<file path="config.mk">
export PLATFORM = sky130hd
export DESIGN_NAME = gemac_client_bridge
export DESIGN_NICKNAME = d
export VERILOG_FILES = /design/src/logic/gemac_pkg.sv /design/src/logic/fifo19_to_ll8.sv /design/src/logic/flow_ctrl_rx.sv /design/src/logic/gemac_client_bridge.sv /design/src/logic/ll8_to_fifo19.sv /design/src/logic/ll8_to_txmac.sv /design/src/logic/rx_frame_fifo.sv /design/src/logic/rxmac_to_ll8.sv
export SDC_FILE = /design/constraint.sdc
export NUM_CORES = 2
export LEC_CHECK = 0
export ABC_AREA = 1
export BUFFER_PORTS_ARGS = -buffer_cell sky130_fd_sc_hd__buf_2
export CORE_UTILIZATION = 30
export DETAILED_ROUTE_END_ITERATION = 8
export GPL_TIMING_DRIVEN = 0
export PLACE_DENSITY = 0.56
export SLEW_MARGIN = 10
export SYNTH_ARGS = -nofsm -noshare
export SYNTH_HDL_FRONTEND = slang
export SYNTH_SLANG_ARGS = --single-unit
</file>
<file path="constraint.sdc">
create_clock -name clk125 -period 4.97 [get_ports clk125]
set_input_delay 0.7455 -clock clk125 [delete_from_list [all_inputs] [get_ports clk125]]
set_output_delay 0.7455 -clock clk125 [all_outputs]
set_load 0.02 [all_outputs]
</file>
<file path="src/logic/gemac_pkg.sv">
`default_nettype none

package gemac_pkg;

   typedef logic [7:0]  byte_t;

   // Bits 15:8 first byte, 7:0 second byte, sof/eof/half flags above
   typedef logic [18:0] f19_word_t;

   typedef logic [15:0] fifo_space_t;

   // Quanta of 512 bit times
   typedef logic [15:0] pause_time_t;

   localparam int F19_SOF_BIT  = 16;
   localparam int F19_EOF_BIT  = 17;
   localparam int F19_HALF_BIT = 18;

   localparam int RX_FIFO_ADDR_W = 6;
   localparam int RX_FIFO_DEPTH  = 1 << RX_FIFO_ADDR_W;

   // One quantum is 64 byte times on a gigabit link
   localparam int PAUSE_QUANTUM_CYCLES = 64;
   localparam int PAUSE_QUANTUM_W      = $clog2(PAUSE_QUANTUM_CYCLES);

endpackage

`default_nettype wire

</file>
<file path="src/logic/fifo19_to_ll8.sv">
`default_nettype none

module fifo19_to_ll8 (
   input  logic                 clk125,
   input  logic                 reset_i,
   input  gemac_pkg::f19_word_t f19_data_i,
   input  logic                 f19_valid_i,
   output logic                 f19_ready_o,
   output gemac_pkg::byte_t     ll_data_o,
   output logic                 ll_sof_o,
   output logic                 ll_eof_o,
   output logic                 ll_valid_o,
   input  logic                 ll_ready_i
);

   import gemac_pkg::*;

   f19_word_t word_q;
   logic      second_q;
   logic      last;

   // A half word ends on its first byte
   assign last = second_q || (word_q[F19_EOF_BIT] && word_q[F19_HALF_BIT]);

   // Next word is taken while the last byte of this one leaves
   assign f19_ready_o = !reset_i && (!ll_valid_o || (ll_ready_i && last));

   assign ll_data_o = second_q ? word_q[7:0] : word_q[15:8];
   assign ll_sof_o  = word_q[F19_SOF_BIT] && !second_q;
   assign ll_eof_o  = word_q[F19_EOF_BIT] && last;

   always_ff @(posedge clk125) begin
      if (reset_i) begin
         ll_valid_o <= 1'b0;
         second_q   <= 1'b0;
      end else if (f19_valid_i && f19_ready_o) begin
         ll_valid_o <= 1'b1;
         second_q   <= 1'b0;
      end else if (ll_valid_o && ll_ready_i) begin
         if (last) begin
            ll_valid_o <= 1'b0;
         end else begin
            second_q <= 1'b1;
         end
      end
   end

   always_ff @(posedge clk125) begin
      if (f19_valid_i && f19_ready_o) begin
         word_q <= f19_data_i;
      end
   end

endmodule

`default_nettype wire

</file>
<file path="src/logic/flow_ctrl_rx.sv">
`default_nettype none

module flow_ctrl_rx (
   input  logic                   clk125,
   input  logic                   reset_i,
   input  gemac_pkg::fifo_space_t space_i,
   input  logic                   pause_request_en_i,
   input  gemac_pkg::pause_time_t pause_time_i,
   input  gemac_pkg::fifo_space_t pause_thresh_i,
   output logic                   pause_req_o,
   output gemac_pkg::pause_time_t pause_time_req_o
);

   import gemac_pkg::*;

   logic [PAUSE_QUANTUM_W-1:0] qcnt_q;
   pause_time_t                quanta_left_q;
   logic                       paused_q;
   logic                       space_low;
   logic                       q_wrap;
   logic                       repeat_due;

   assign space_low  = (space_i < pause_thresh_i);
   assign q_wrap     = (qcnt_q == PAUSE_QUANTUM_W'(PAUSE_QUANTUM_CYCLES - 1));
   // Refresh once half of the requested pause has run out
   assign repeat_due = paused_q && q_wrap && (quanta_left_q <= 16'd1);

   always_ff @(posedge clk125) begin
      if (reset_i) begin
         paused_q         <= 1'b0;
         pause_req_o      <= 1'b0;
         pause_time_req_o <= '0;
         qcnt_q           <= '0;
         quanta_left_q    <= '0;
      end else begin
         pause_req_o <= 1'b0;
         qcnt_q      <= qcnt_q + 1'b1;
         if (pause_request_en_i && space_low && (!paused_q || repeat_due)) begin
            pause_req_o      <= 1'b1;
            pause_time_req_o <= pause_time_i;
            paused_q         <= 1'b1;
            quanta_left_q    <= pause_time_i >> 1;
            qcnt_q           <= '0;
         end else if (paused_q && !space_low) begin
            // Resume with a zero pause time
            pause_req_o      <= 1'b1;
            pause_time_req_o <= '0;
            paused_q         <= 1'b0;
         end else if (q_wrap && quanta_left_q != '0) begin
            quanta_left_q <= quanta_left_q - 1'b1;
         end
      end
   end

endmodule

`default_nettype wire

</file>
<file path="src/logic/gemac_client_bridge.sv">
`default_nettype none

module gemac_client_bridge (
   input  logic                   clk125,
   input  logic                   reset_i,
   input  gemac_pkg::byte_t       rx_data_i,
   input  logic                   rx_valid_i,
   input  logic                   rx_error_i,
   output gemac_pkg::f19_word_t   rx_f19_data_o,
   output logic                   rx_f19_valid_o,
   input  logic                   rx_f19_ready_i,
   output logic [15:0]            rx_dropped_o,
   input  gemac_pkg::f19_word_t   tx_f19_data_i,
   input  logic                   tx_f19_valid_i,
   output logic                   tx_f19_ready_o,
   output gemac_pkg::byte_t       tx_data_o,
   output logic                   tx_valid_o,
   output logic                   tx_error_o,
   input  logic                   tx_ack_i,
   input  logic                   pause_request_en_i,
   input  gemac_pkg::pause_time_t pause_time_i,
   input  gemac_pkg::fifo_space_t pause_thresh_i,
   output logic                   pause_req_o,
   output gemac_pkg::pause_time_t pause_time_req_o
);

   import gemac_pkg::*;

   byte_t       ll_data;
   logic        ll_sof;
   logic        ll_eof;
   logic        ll_error;
   logic        ll_valid;
   f19_word_t   wr_word;
   logic        wr_error;
   logic        wr_valid;
   fifo_space_t rx_space;
   byte_t       tx_ll_data;
   logic        tx_ll_sof;
   logic        tx_ll_eof;
   logic        tx_ll_valid;
   logic        tx_ll_ready;

   // Receive chain
   rxmac_to_ll8 rx_adapt_i (
      .clk125(clk125), .reset_i(reset_i),
      .rx_data_i(rx_data_i), .rx_valid_i(rx_valid_i), .rx_error_i(rx_error_i),
      .ll_data_o(ll_data), .ll_sof_o(ll_sof), .ll_eof_o(ll_eof),
      .ll_error_o(ll_error), .ll_valid_o(ll_valid));

   ll8_to_fifo19 rx_pack_i (
      .clk125(clk125), .reset_i(reset_i),
      .ll_data_i(ll_data), .ll_sof_i(ll_sof), .ll_eof_i(ll_eof),
      .ll_error_i(ll_error), .ll_valid_i(ll_valid),
      .wr_word_o(wr_word), .wr_error_o(wr_error), .wr_valid_o(wr_valid));

   rx_frame_fifo rx_fifo_i (
      .clk125(clk125), .reset_i(reset_i),
      .wr_word_i(wr_word), .wr_error_i(wr_error), .wr_valid_i(wr_valid),
      .rd_ready_i(rx_f19_ready_i), .rd_word_o(rx_f19_data_o), .rd_valid_o(rx_f19_valid_o),
      .space_o(rx_space), .dropped_o(rx_dropped_o));

   flow_ctrl_rx flow_ctrl_i (
      .clk125(clk125), .reset_i(reset_i), .space_i(rx_space),
      .pause_request_en_i(pause_request_en_i), .pause_time_i(pause_time_i),
      .pause_thresh_i(pause_thresh_i),
      .pause_req_o(pause_req_o), .pause_time_req_o(pause_time_req_o));

   // Transmit chain
   fifo19_to_ll8 tx_unpack_i (
      .clk125(clk125), .reset_i(reset_i),
      .f19_data_i(tx_f19_data_i), .f19_valid_i(tx_f19_valid_i), .f19_ready_o(tx_f19_ready_o),
      .ll_data_o(tx_ll_data), .ll_sof_o(tx_ll_sof), .ll_eof_o(tx_ll_eof),
      .ll_valid_o(tx_ll_valid), .ll_ready_i(tx_ll_ready));

   ll8_to_txmac tx_adapt_i (
      .clk125(clk125), .reset_i(reset_i),
      .ll_data_i(tx_ll_data), .ll_sof_i(tx_ll_sof), .ll_eof_i(tx_ll_eof),
      .ll_valid_i(tx_ll_valid), .ll_ready_o(tx_ll_ready),
      .tx_data_o(tx_data_o), .tx_valid_o(tx_valid_o), .tx_error_o(tx_error_o),
      .tx_ack_i(tx_ack_i));

endmodule

`default_nettype wire

</file>
<file path="src/logic/ll8_to_fifo19.sv">
`default_nettype none

module ll8_to_fifo19 (
   input  logic                 clk125,
   input  logic                 reset_i,
   input  gemac_pkg::byte_t     ll_data_i,
   input  logic                 ll_sof_i,
   input  logic                 ll_eof_i,
   input  logic                 ll_error_i,
   input  logic                 ll_valid_i,
   output gemac_pkg::f19_word_t wr_word_o,
   output logic                 wr_error_o,
   output logic                 wr_valid_o
);

   import gemac_pkg::*;

   byte_t     first_q;
   logic      first_sof_q;
   logic      pend_q;
   f19_word_t word_d;

   always_comb begin
      word_d = '0;
      if (pend_q) begin
         word_d[15:8]        = first_q;
         word_d[7:0]         = ll_data_i;
         word_d[F19_SOF_BIT] = first_sof_q;
      end else begin
         // Only sent when this byte ends the frame
         word_d[15:8]         = ll_data_i;
         word_d[F19_SOF_BIT]  = ll_sof_i;
         word_d[F19_HALF_BIT] = 1'b1;
      end
      word_d[F19_EOF_BIT] = ll_eof_i;
   end

   always_ff @(posedge clk125) begin
      if (reset_i) begin
         pend_q     <= 1'b0;
         wr_valid_o <= 1'b0;
         wr_error_o <= 1'b0;
      end else begin
         wr_valid_o <= 1'b0;
         wr_error_o <= 1'b0;
         if (ll_valid_i) begin
            if (pend_q || ll_eof_i) begin
               wr_valid_o <= 1'b1;
               wr_error_o <= ll_error_i & ll_eof_i;
               pend_q     <= 1'b0;
            end else begin
               pend_q <= 1'b1;
            end
         end
      end
   end

   always_ff @(posedge clk125) begin
      if (ll_valid_i && !pend_q) begin
         first_q     <= ll_data_i;
         first_sof_q <= ll_sof_i;
      end
      if (ll_valid_i) begin
         wr_word_o <= word_d;
      end
   end

endmodule

`default_nettype wire

</file>
<file path="src/logic/ll8_to_txmac.sv">
`default_nettype none

module ll8_to_txmac (
   input  logic             clk125,
   input  logic             reset_i,
   input  gemac_pkg::byte_t ll_data_i,
   input  logic             ll_sof_i,
   input  logic             ll_eof_i,
   input  logic             ll_valid_i,
   output logic             ll_ready_o,
   output gemac_pkg::byte_t tx_data_o,
   output logic             tx_valid_o,
   output logic             tx_error_o,
   input  logic             tx_ack_i
);

   typedef enum logic [2:0] {S_IDLE, S_WAIT_ACK, S_SEND, S_UNDERRUN, S_DROP} state_t;

   state_t state_q;
   logic   last_q;
   logic   take;

   always_comb begin
      case (state_q)
         S_WAIT_ACK: ll_ready_o = tx_ack_i && !last_q;
         S_SEND:     ll_ready_o = !last_q;
         default:    ll_ready_o = 1'b1;
      endcase
   end

   // MAC takes the byte on ack, then one every cycle
   assign take = (state_q == S_SEND) || (state_q == S_WAIT_ACK && tx_ack_i);

   always_ff @(posedge clk125) begin
      if (reset_i) begin
         state_q    <= S_IDLE;
         last_q     <= 1'b0;
         tx_valid_o <= 1'b0;
         tx_error_o <= 1'b0;
      end else begin
         tx_error_o <= 1'b0;
         case (state_q)
            S_IDLE: begin
               // Stray bytes outside a frame are dropped
               if (ll_valid_i && ll_sof_i) begin
                  tx_valid_o <= 1'b1;
                  last_q     <= ll_eof_i;
                  state_q    <= S_WAIT_ACK;
               end
            end
            S_WAIT_ACK, S_SEND: begin
               if (take) begin
                  if (last_q) begin
                     tx_valid_o <= 1'b0;
                     state_q    <= S_IDLE;
                  end else if (ll_valid_i) begin
                     last_q  <= ll_eof_i;
                     state_q <= S_SEND;
                  end else begin
                     // Underrun
                     tx_valid_o <= 1'b0;
                     tx_error_o <= 1'b1;
                     state_q    <= S_UNDERRUN;
                  end
               end
            end
            default: begin
               if (ll_valid_i && ll_eof_i) begin
                  state_q <= S_IDLE;
               end else begin
                  state_q <= S_DROP;
               end
            end
         endcase
      end
   end

   always_ff @(posedge clk125) begin
      if (ll_valid_i && ll_ready_o) begin
         tx_data_o <= ll_data_i;
      end
   end

   a_ack_in_wait: assert property (@(posedge clk125) disable iff (reset_i)
      tx_ack_i |-> state_q == S_WAIT_ACK);

endmodule

`default_nettype wire

</file>
<file path="src/logic/rx_frame_fifo.sv">
`default_nettype none

module rx_frame_fifo (
   input  logic                   clk125,
   input  logic                   reset_i,
   input  gemac_pkg::f19_word_t   wr_word_i,
   input  logic                   wr_error_i,
   input  logic                   wr_valid_i,
   input  logic                   rd_ready_i,
   output gemac_pkg::f19_word_t   rd_word_o,
   output logic                   rd_valid_o,
   output gemac_pkg::fifo_space_t space_o,
   output logic [15:0]            dropped_o
);

   import gemac_pkg::*;

   typedef logic [RX_FIFO_ADDR_W:0] ptr_t;

   f19_word_t mem_q [RX_FIFO_DEPTH];
   ptr_t      wr_ptr_q;
   ptr_t      commit_ptr_q;
   ptr_t      rd_ptr_q;
   ptr_t      used;
   logic      full;
   logic      ovf_q;
   logic      load;

   // Uncommitted words count as used
   assign used    = wr_ptr_q - rd_ptr_q;
   assign full    = (used == ptr_t'(RX_FIFO_DEPTH));
   assign space_o = fifo_space_t'(RX_FIFO_DEPTH) - fifo_space_t'(used);

   always_ff @(posedge clk125) begin
      if (reset_i) begin
         wr_ptr_q     <= '0;
         commit_ptr_q <= '0;
         ovf_q        <= 1'b0;
         dropped_o    <= '0;
      end else if (wr_valid_i) begin
         if (wr_word_i[F19_EOF_BIT]) begin
            if (wr_error_i || ovf_q || full) begin
               // Rewind over the whole frame
               wr_ptr_q  <= commit_ptr_q;
               dropped_o <= dropped_o + 16'd1;
            end else begin
               wr_ptr_q     <= wr_ptr_q + 1'b1;
               commit_ptr_q <= wr_ptr_q + 1'b1;
            end
            ovf_q <= 1'b0;
         end else if (full) begin
            ovf_q <= 1'b1;
         end else if (!ovf_q) begin
            wr_ptr_q <= wr_ptr_q + 1'b1;
         end
      end
   end

   always_ff @(posedge clk125) begin
      if (wr_valid_i && !full && !ovf_q) begin
         mem_q[wr_ptr_q[RX_FIFO_ADDR_W-1:0]] <= wr_word_i;
      end
   end

   // Registered fall-through stage over committed words only
   assign load = (rd_ptr_q != commit_ptr_q) && (!rd_valid_o || rd_ready_i);

   always_ff @(posedge clk125) begin
      if (reset_i) begin
         rd_ptr_q   <= '0;
         rd_valid_o <= 1'b0;
      end else if (load) begin
         rd_ptr_q   <= rd_ptr_q + 1'b1;
         rd_valid_o <= 1'b1;
      end else if (rd_ready_i) begin
         rd_valid_o <= 1'b0;
      end
   end

   always_ff @(posedge clk125) begin
      if (load) begin
         rd_word_o <= mem_q[rd_ptr_q[RX_FIFO_ADDR_W-1:0]];
      end
   end

   a_rd_behind_commit: assert property (@(posedge clk125) disable iff (reset_i)
      ptr_t'(commit_ptr_q - rd_ptr_q) <= ptr_t'(RX_FIFO_DEPTH));

   a_space_bound: assert property (@(posedge clk125) disable iff (reset_i)
      space_o <= fifo_space_t'(RX_FIFO_DEPTH));

endmodule

`default_nettype wire

</file>
<file path="src/logic/rxmac_to_ll8.sv">
`default_nettype none

module rxmac_to_ll8 (
   input  logic             clk125,
   input  logic             reset_i,
   input  gemac_pkg::byte_t rx_data_i,
   input  logic             rx_valid_i,
   input  logic             rx_error_i,
   output gemac_pkg::byte_t ll_data_o,
   output logic             ll_sof_o,
   output logic             ll_eof_o,
   output logic             ll_error_o,
   output logic             ll_valid_o
);

   import gemac_pkg::*;

   typedef enum logic [1:0] {S_IDLE, S_FIRST, S_BODY} state_t;

   state_t state_q;
   byte_t  hold_q;
   logic   err_q;

   // One byte is held back so the last one can carry eof
   always_ff @(posedge clk125) begin
      if (reset_i) begin
         state_q    <= S_IDLE;
         err_q      <= 1'b0;
         ll_valid_o <= 1'b0;
         ll_sof_o   <= 1'b0;
         ll_eof_o   <= 1'b0;
         ll_error_o <= 1'b0;
      end else begin
         ll_valid_o <= 1'b0;
         ll_sof_o   <= 1'b0;
         ll_eof_o   <= 1'b0;
         ll_error_o <= 1'b0;
         if (state_q == S_IDLE) begin
            if (rx_valid_i) begin
               state_q <= S_FIRST;
               err_q   <= rx_error_i;
            end
         end else begin
            ll_valid_o <= 1'b1;
            ll_sof_o   <= (state_q == S_FIRST);
            if (rx_valid_i) begin
               err_q   <= err_q | rx_error_i;
               state_q <= S_BODY;
            end else begin
               ll_eof_o   <= 1'b1;
               ll_error_o <= err_q;
               state_q    <= S_IDLE;
            end
         end
      end
   end

   always_ff @(posedge clk125) begin
      if (rx_valid_i) begin
         hold_q <= rx_data_i;
      end
      ll_data_o <= hold_q;
   end

   a_error_on_eof: assert property (@(posedge clk125) disable iff (reset_i)
      ll_error_o |-> ll_eof_o && ll_valid_o);

endmodule

`default_nettype wire

</file>
# Yosys cells after proc, flatten, opt, wreduce, memory -nomap -nowiden
# Memory sizes are Yosys's and may differ from the RTL's. A register that Yosys moved wholly into a read port is not among the register bits.
# Cells that the tools add are included.
dict set report classes {
  addsub 7
  n_mux 53
  reduce_logical 68
  n_eq_ne 13
  magnitude_cmp 2
  n_bitwise 8
}
# operator n
set op_table {}
lappend op_table {{two-way mux 15 bit} 3}
lappend op_table {{two-way mux 16 bit} 2}
lappend op_table {{two-way mux 1 bit} 31}
lappend op_table {{two-way mux 7 bit} 4}
lappend op_table {{logical AND 1 bit} 21}
lappend op_table {{adder 16 x 1 -> 16 bit, second input constant} 1}
lappend op_table {{less-or-equal comparator 16 x 1 -> 1 bit, second input constant} 1}
lappend op_table {{less-than comparator 16 bit} 1}
lappend op_table {{nonzero test 16 bit} 1}
lappend op_table {{subtractor 16 x 1 -> 16 bit, second input constant} 1}
lappend op_table {{adder 7 x 1 -> 7 bit, second input constant} 2}
lappend op_table {{AND reduction 2 bit} 7}
lappend op_table {{nonzero test 2 bit} 7}
lappend op_table {{two-way mux 3 bit} 4}
lappend op_table {{zero test 1 bit} 10}
lappend op_table {{OR reduction 2 bit} 5}
lappend op_table {{two-way mux 9 bit} 1}
lappend op_table {{AND reduction 3 bit} 3}
lappend op_table {{logical OR 1 bit} 8}
lappend op_table {{two-way mux 8 bit} 1}
lappend op_table {{subtractor 7 x 7 -> 8 bit, first input constant} 1}
lappend op_table {{== test 7 bit, second input constant} 1}
lappend op_table {{inequality test 7 bit} 1}
lappend op_table {{subtractor 7 bit} 1}
lappend op_table {{19 further kinds} 33}
dict set report word_totals {
  inputBits 67
  wordCells 187
  register_bits 168
  output_inout_bits 64
  memories 1
  ram_bits 1216
}
# memory words width rd rd_ports_with_merged_regs write_ports line_no
set memory_table {}
lappend memory_table {rx_fifo_i.mem_q 64 19 1 1 1 rx_frame_fifo.sv:20} ;# f19_word_t mem_q [RX_FIFO_DEPTH];

# Depth between registers and ports, before layout
dict set report logic_depth {
  word_depth 9
  depth_mapped 28
  mapped_depth_nobuf 25
}

# By module
# A second synthesis with hierarchy kept.
dict set report hier_totals {
  hier_cells 4543
  hier_area_um2 56180.1
}
# module seq_area_each_um2 area_each_um2 cells_each n_inst
set by_module_without_submodules {}
lappend by_module_without_submodules {rx_frame_fifo 37866.3 50634.8 3925 1}
lappend by_module_without_submodules {flow_ctrl_rx 800.8 2406.1 367 1}
lappend by_module_without_submodules {ll8_to_fifo19 900.9 1149.9 92 1}
lappend by_module_without_submodules {fifo19_to_ll8 610.6 797.0 65 1}
lappend by_module_without_submodules {rxmac_to_ll8 540.5 600.6 35 1}
lappend by_module_without_submodules {ll8_to_txmac 360.3 591.8 59 1}

# Worst setup path before layout
# Ideal clock, no wire load.
dict set report synth_path {
  path_type {register -> register}
  from {register rx_fifo_i.rd_ptr_q[1]}
  to {memory rx_fifo_i.mem_q[16][0] in the netlist's numbering (enable)}
  arrival_ns 4.730
  path_stages_with_launch 18
  slack_ns -0.204
  required_time_ns 4.526
  n_path_buf 4
  synth_period_minus_slack_ns 5.174
  setup_ns 0.444
  path_cell_list {dfxtp_1 clkbuf_1 clkinv_1 clkbuf_1 clkbuf_1 fa_1 nand3_1 nand2_1 nand2_1 nand2_1 nand2_1 nand2_4 nand2_1 nand2_1 nor2_1 buf_2 nand4_1 nor4_1}
}
dict set report synth_via {
  elab_chain_len 7
}
# element line_no
set synth_lines {}
lappend synth_lines {{start, declared} rx_frame_fifo.sv:23} ;# ptr_t rd_ptr_q;
lappend synth_lines {{start signal, assigned} rx_frame_fifo.sv:73} ;# rd_ptr_q <= rd_ptr_q + 1'b1;
lappend synth_lines {{subtractor 7 bit} rx_frame_fifo.sv:30} ;# assign used = wr_ptr_q - rd_ptr_q;
lappend synth_lines {{== test 7 bit} rx_frame_fifo.sv:31} ;# assign full = (used == ptr_t'(RX_FIFO_DEPTH));
lappend synth_lines {{zero test 1 bit} rx_frame_fifo.sv:60} ;# if (wr_valid_i && !full && !ovf_q) begin
lappend synth_lines {{logical AND 1 bit (2 in a row)} rx_frame_fifo.sv:60}
lappend synth_lines {{two-way mux 1 bit} rx_frame_fifo.sv:60}
lappend synth_lines {{two-way mux 1 bit (not written as such)} rx_frame_fifo.sv:61} ;# mem_q[wr_ptr_q[RX_FIFO_ADDR_W-1:0]] <= wr_word_i;
lappend synth_lines {{end, declared} rx_frame_fifo.sv:20}
# No other way between the ends.

# Final worst setup path
dict set report layout_path {
  from {register rx_fifo_i.rd_ptr_q[0]}
  to {register rx_fifo_i.rd_word_o[7], read port of rx_fifo_i.mem_q (data pin)}
}
dict set report layout_via {
  elab_chain_len 2
}
# element line_no
set layout_lines {}
lappend layout_lines {{inequality test 7 bit} rx_frame_fifo.sv:66} ;# assign load = (rd_ptr_q != commit_ptr_q) && (!rd_valid_o || rd_ready_i);
lappend layout_lines {{logical AND 1 bit} rx_frame_fifo.sv:66}
lappend layout_lines {{end, declared} rx_frame_fifo.sv:10} ;# output gemac_pkg::f19_word_t rd_word_o,
# Parallel ways exist; a longest one is shown, timed or not.
# A chain may end at the register's enable or synchronous reset.

==> impl_metrics.py <==
metrics = {
    "run_status": {
        "status": "complete, but fails checks",
        "violations": "setup timing",
    },
    "yosys": {
        "syn-cell-area_um2": 55610,
        "async_flop_share_pct": 0,
        "yosysWarnings": 0,
        "synth_fp_nets": 4474,
        "yosys.area.top_type": "edfxtp_1",
        "synth_top_area_share_pct": 70.09,
        "post_synth_main_area_contributors": "edfxtp_1 (70%), o21ai_0 (5.9%), nor2_1 (5.0%)",
        "synth_ff_type": "edfxtp_1",
        "synth_edf_count": 1298,
        "synth-seq-cells": 1403,
        "syn_avg_cell_area_um2": 12.69,
        "syn_inst": 4382,
        "yosysSeqAreaShare_pct": 73.87,
        "synth.distinct_cells": 54,
    },
    "drt": {
        "dr.pass1.iters": 6,
        "avgRoutedWirePerCell_um": 28.08,
        "via_per_inst": 5.452,
        "ant_nets": 0,
        "vias": 40540,
        "first_iter_violations": 6250,
        "routed_wl_mm": 208.8,
        "drc": 0,
    },
    "clock_tree": {
        "cts_tree": "done",
        "cts_root_buf": "clkbuf_16",
        "htree_num_levels": 4,
        "cts.sinks": 1403,
        "clk_latency_ns": 0.81,
        "cts.path.max_buffers": 3,
        "path_clk_slew_ns": 0.06,
        "holdBufCountCts": 0,
        "cts-buffers-inserted": 149,
    },
    "power": {
        "clockPowerShare_pct": 31.8,
        "power_frac_seq_pct": 38.9,
        "swShare_pct": 36.35,
        "p_int_mw": 21.84,
        "switchingPower_mw": 12.47,
        "p_total_mw": 34.31,
        "comb_power_share_pct": 29.3,
        "leakagePower_nw": 22.32,
        "peakVddDrop_mv": 0.4030,
        "power_density_nw_per_um2": 507.4,
    },
    "place": {
        "place_worst_setup_slack_ns": -1.879,
        "hpwl_mm": 148.5,
        "placement.io_buffers": 130,
        "place_congestion": 0.9858,
        "dp_cells": 7116,
    },
    "die": {
        "die_h_um": 432.5,
        "ioPinCount": 131,
        "fp.dieW_um": 432.5,
        "die_area_um2": 187100,
        "rows": 157,
        "start_util_pct": 30.28,
        "core_area_um2": 183700,
    },
    "final_layout": {
        "fillCellCount": 17430,
        "drive_gt1_share_pct": 13.55,
        "fin_nets": 4945,
        "area_delta_synth_final_pct": 21.60,
        "finish.utilization_pct": 36.82,
        "fin_cells": 7435,
    },
    "sta": {
        "tightest_slew_ns": 1.329,
        "final.setup.worst_slack_ns": -0.01938,
        "fin_crit_sh_pct": 100.4,
        "setup_viol": 3,
        "hold_viol_final": 0,
        "drv_slew": 0,
        "fmax_mhz": 200.4,
        "finalCriticalPeriod_ns": 4.989,
        "maxSlewHeadroom_pct": 11.38,
        "skew_ns": 0.02723,
        "rsz0062_at_grt": "no",
    },
    "worst_setup_path": {
        "r2r-start": "rx_fifo_i.rd_ptr_q[0]",
        "worst-setup-path-type": "flip-flop to flip-flop",
        "endpoint_kind": "flip-flop",
        "r2r_cells": 10,
        "start_kind": "flip-flop",
        "rrSetupSlack_ns": -0.02,
        "cp_max_fo": 11,
        "r2r_end": "rx_fifo_i.rd_word_o[7]",
        "worstPathRequired_ns": 5.58,
        "crit_arrival_ns": 5.60,
    },
    "job": {
        "drv_cap": 0,
    },
    "grt": {
        "antenna_found_initial": 7,
        "grt_max_degree": 30,
        "overflow": 0,
        "grt_pass1_vias": 38020,
        "grt_first_pass_wirelength_mm": 287.4,
        "grt.total_usage_pct": 21.79,
    },
    "min_path": {
        "hold_start": "rx_data_i[7]",
        "hold_end": "rx_adapt_i.hold_q[7]",
        "hp-class": "input port to flip-flop",
        "hold_depth": 1,
    },
}
==> state kept, by name, summed over array words and instances, names as in the netlist, 8 cells and up <==
name                          cells
rx_fifo_i.mem_q                1216
rx_fifo_i.rd_word_o              19
rx_pack_i.wr_word_o              19
tx_unpack_i.word_q               19
flow_ctrl_i.pause_time_req_o     16
flow_ctrl_i.quanta_left_q        16
rx_fifo_i.dropped_o              16
rx_adapt_i.hold_q                 8
rx_adapt_i.ll_data_o              8
rx_pack_i.first_q                 8
tx_adapt_i.tx_data_o              8
==> worst max-delay path by stage <==
stage                                     start                      end  slack (ns)  cells past startpoint
after detailed placement  rx_fifo_i.rd_ptr_q[1]  rx_fifo_i.mem_q[12][16]       -1.88                     18
final                     rx_fifo_i.rd_ptr_q[0]   rx_fifo_i.rd_word_o[7]       -0.02                     10
after CTS                 rx_fifo_i.rd_ptr_q[3]   rx_fifo_i.mem_q[20][6]        0.04                     21
after global placement    rx_fifo_i.rd_ptr_q[1]  rx_fifo_i.mem_q[17][12]       -6.54                     17
after floorplan           rx_fifo_i.rd_ptr_q[1]   rx_fifo_i.mem_q[16][0]       -0.20                     17
after global routing      rx_fifo_i.rd_ptr_q[0]  rx_fifo_i.rd_word_o[18]        0.02                     10
==> per-stage QoR <==
step | setup TNS, ns | cell area (um^2) | hold WS (ns)
floorplan | -23.26 | 55610 | 0.3233
global placement | -3490.01 | 59340 | 0.3271
detailed placement | -1805.75 | 62250 | 0.3269
CTS | 0 | 67550 | 0.08303
global route | 0 | 67610 | 0.1049
finish | -0.02239 | 67620 | 0.1290
==> repair_timing <==
item	CTS	global route
setup buffers	49	4
gates resized for setup	25	17
setup endpoints to repair	1303	132
endpoints found under the hold margin	0	0
pin swaps	14	2
==> layout by cell type, fill, tap and decap left out, types with 5 or more instances in the layout <==
cell type  Yosys  layout
nor4_1        11       5
nand2_1      356     356
nor2_4         4      60
a221o_1       13      13
clkinv_1       4      20
clkbuf_2       0      11
edfxtp_1    1298    1298
clkbuf_1     261     284
bufinv_16      0       8
a31oi_1       37      34
nor2_1       738     682
buf_2          8     143
nand2_4        6       6
o211ai_1      37      37
nand3_2        5       5
nor3_1        20      18
buf_16         0      39
a32o_1         5       5
xor2_1        21      21
inv_1        133     133
inv_6          0       7
xnor2_1        8       8
o221ai_1     118     118
buf_12         0      40
buf_1         10      10
o22ai_1      190     190
clkinv_2       0      21
nand2_2       10      10
o21ai_0      653     653
nand4_1       36      36
inv_2          7       7
buf_8          0      39
clkbuf_8       0       9
buf_4          2      72
dfxtp_1      105     104
ha_1          24      23
clkbuf_16      0     154
a21oi_1      109     109
nand3_1      117     117
buf_6          2       5
==> cell type report <==
type                            count  area (um^2)  area share [%]
Clock buffer                      205         4140           6.123
Timing Repair Buffer              323         3669           5.425
Multi-Input combinational cell   2551        13410           19.82
Inverter                          145        554.3          0.8197
Sequential cell                  1403        41080           60.75
Antenna cell                        3        7.507         0.01110
Tap cell                         2464         3083           4.559
Buffer                            280         1115           1.649
Clock inverter                     61        566.8          0.8382
==> power groups by stage <==
| stage | registers (mW) | clock network, mW | logic [mW] |
|---|---|---|---|
| finish | 13.3 | 10.9 | 10.1 |
| global route | 13.4 | 11.4 | 10.5 |
| CTS | 13.3 | 11.0 | 9.76 |
| detailed placement | 13.6 | 0 | 9.72 |
| global placement | 13.7 | 0 | 9.46 |
| floorplan | 13.7 | 0 | 5.09 |
==> worst max-delay path, cell delays in order, from the launching register on <==
cell,delay (ns)
dfxtp_1,0.38
clkbuf_2,0.39
buf_2,0.64
buf_2,0.32
clkbuf_1,0.63
clkbuf_1,0.61
nor2_1,0.11
o221ai_1,0.29
nand3_1,0.21
a31oi_1,0.82
a221o_1,0.36
==> synthesized netlist by cell type (2+ instances only) <==
cell type  number
buf_1          10
dfxtp_1       105
nor2_2          4
o221ai_1      118
a32o_1          5
nand2_4         6
o211ai_1       37
nor3b_1         5
o21ai_0       653
ha_1           24
buf_4           2
inv_2           7
clkinv_1        4
xnor2_1         8
xor2_1         21
edfxtp_1     1298
a21o_1          2
clkbuf_1      261
nor2_4          4
buf_2           8
buf_6           2
nand4_1        36
and3_1          2
a221o_1        13
a21oi_1       109
nand3_1       117
o22ai_1       190
nand2_2        10
a211oi_1        3
nand2_1       356
a31oi_1        37
nor3_1         20
inv_1         133
nor4_1         11
nor2_1        738
nand3_2         5
==> logic make-up after synthesis <==
logic type | synth area share, %
AO/OA/AOI/OAI | 12.31
adder cells (fa/ha/maj) | 0.5760
flip-flops | 73.87
buffers and inverters | 2.952
AND/OR/NAND/NOR | 9.830
XOR/XNOR | 0.4568
==> layer usage <==
layer	share of wire [%]	vias up	track usage, %
li1	-	17220	-
met1	37	19920	27.56
met5	0.0048	-	0
met2	44	2813	32.99
met3	13	587	7.107
met4	5.9	2	11.67
(Power assumes the default switching activity.)
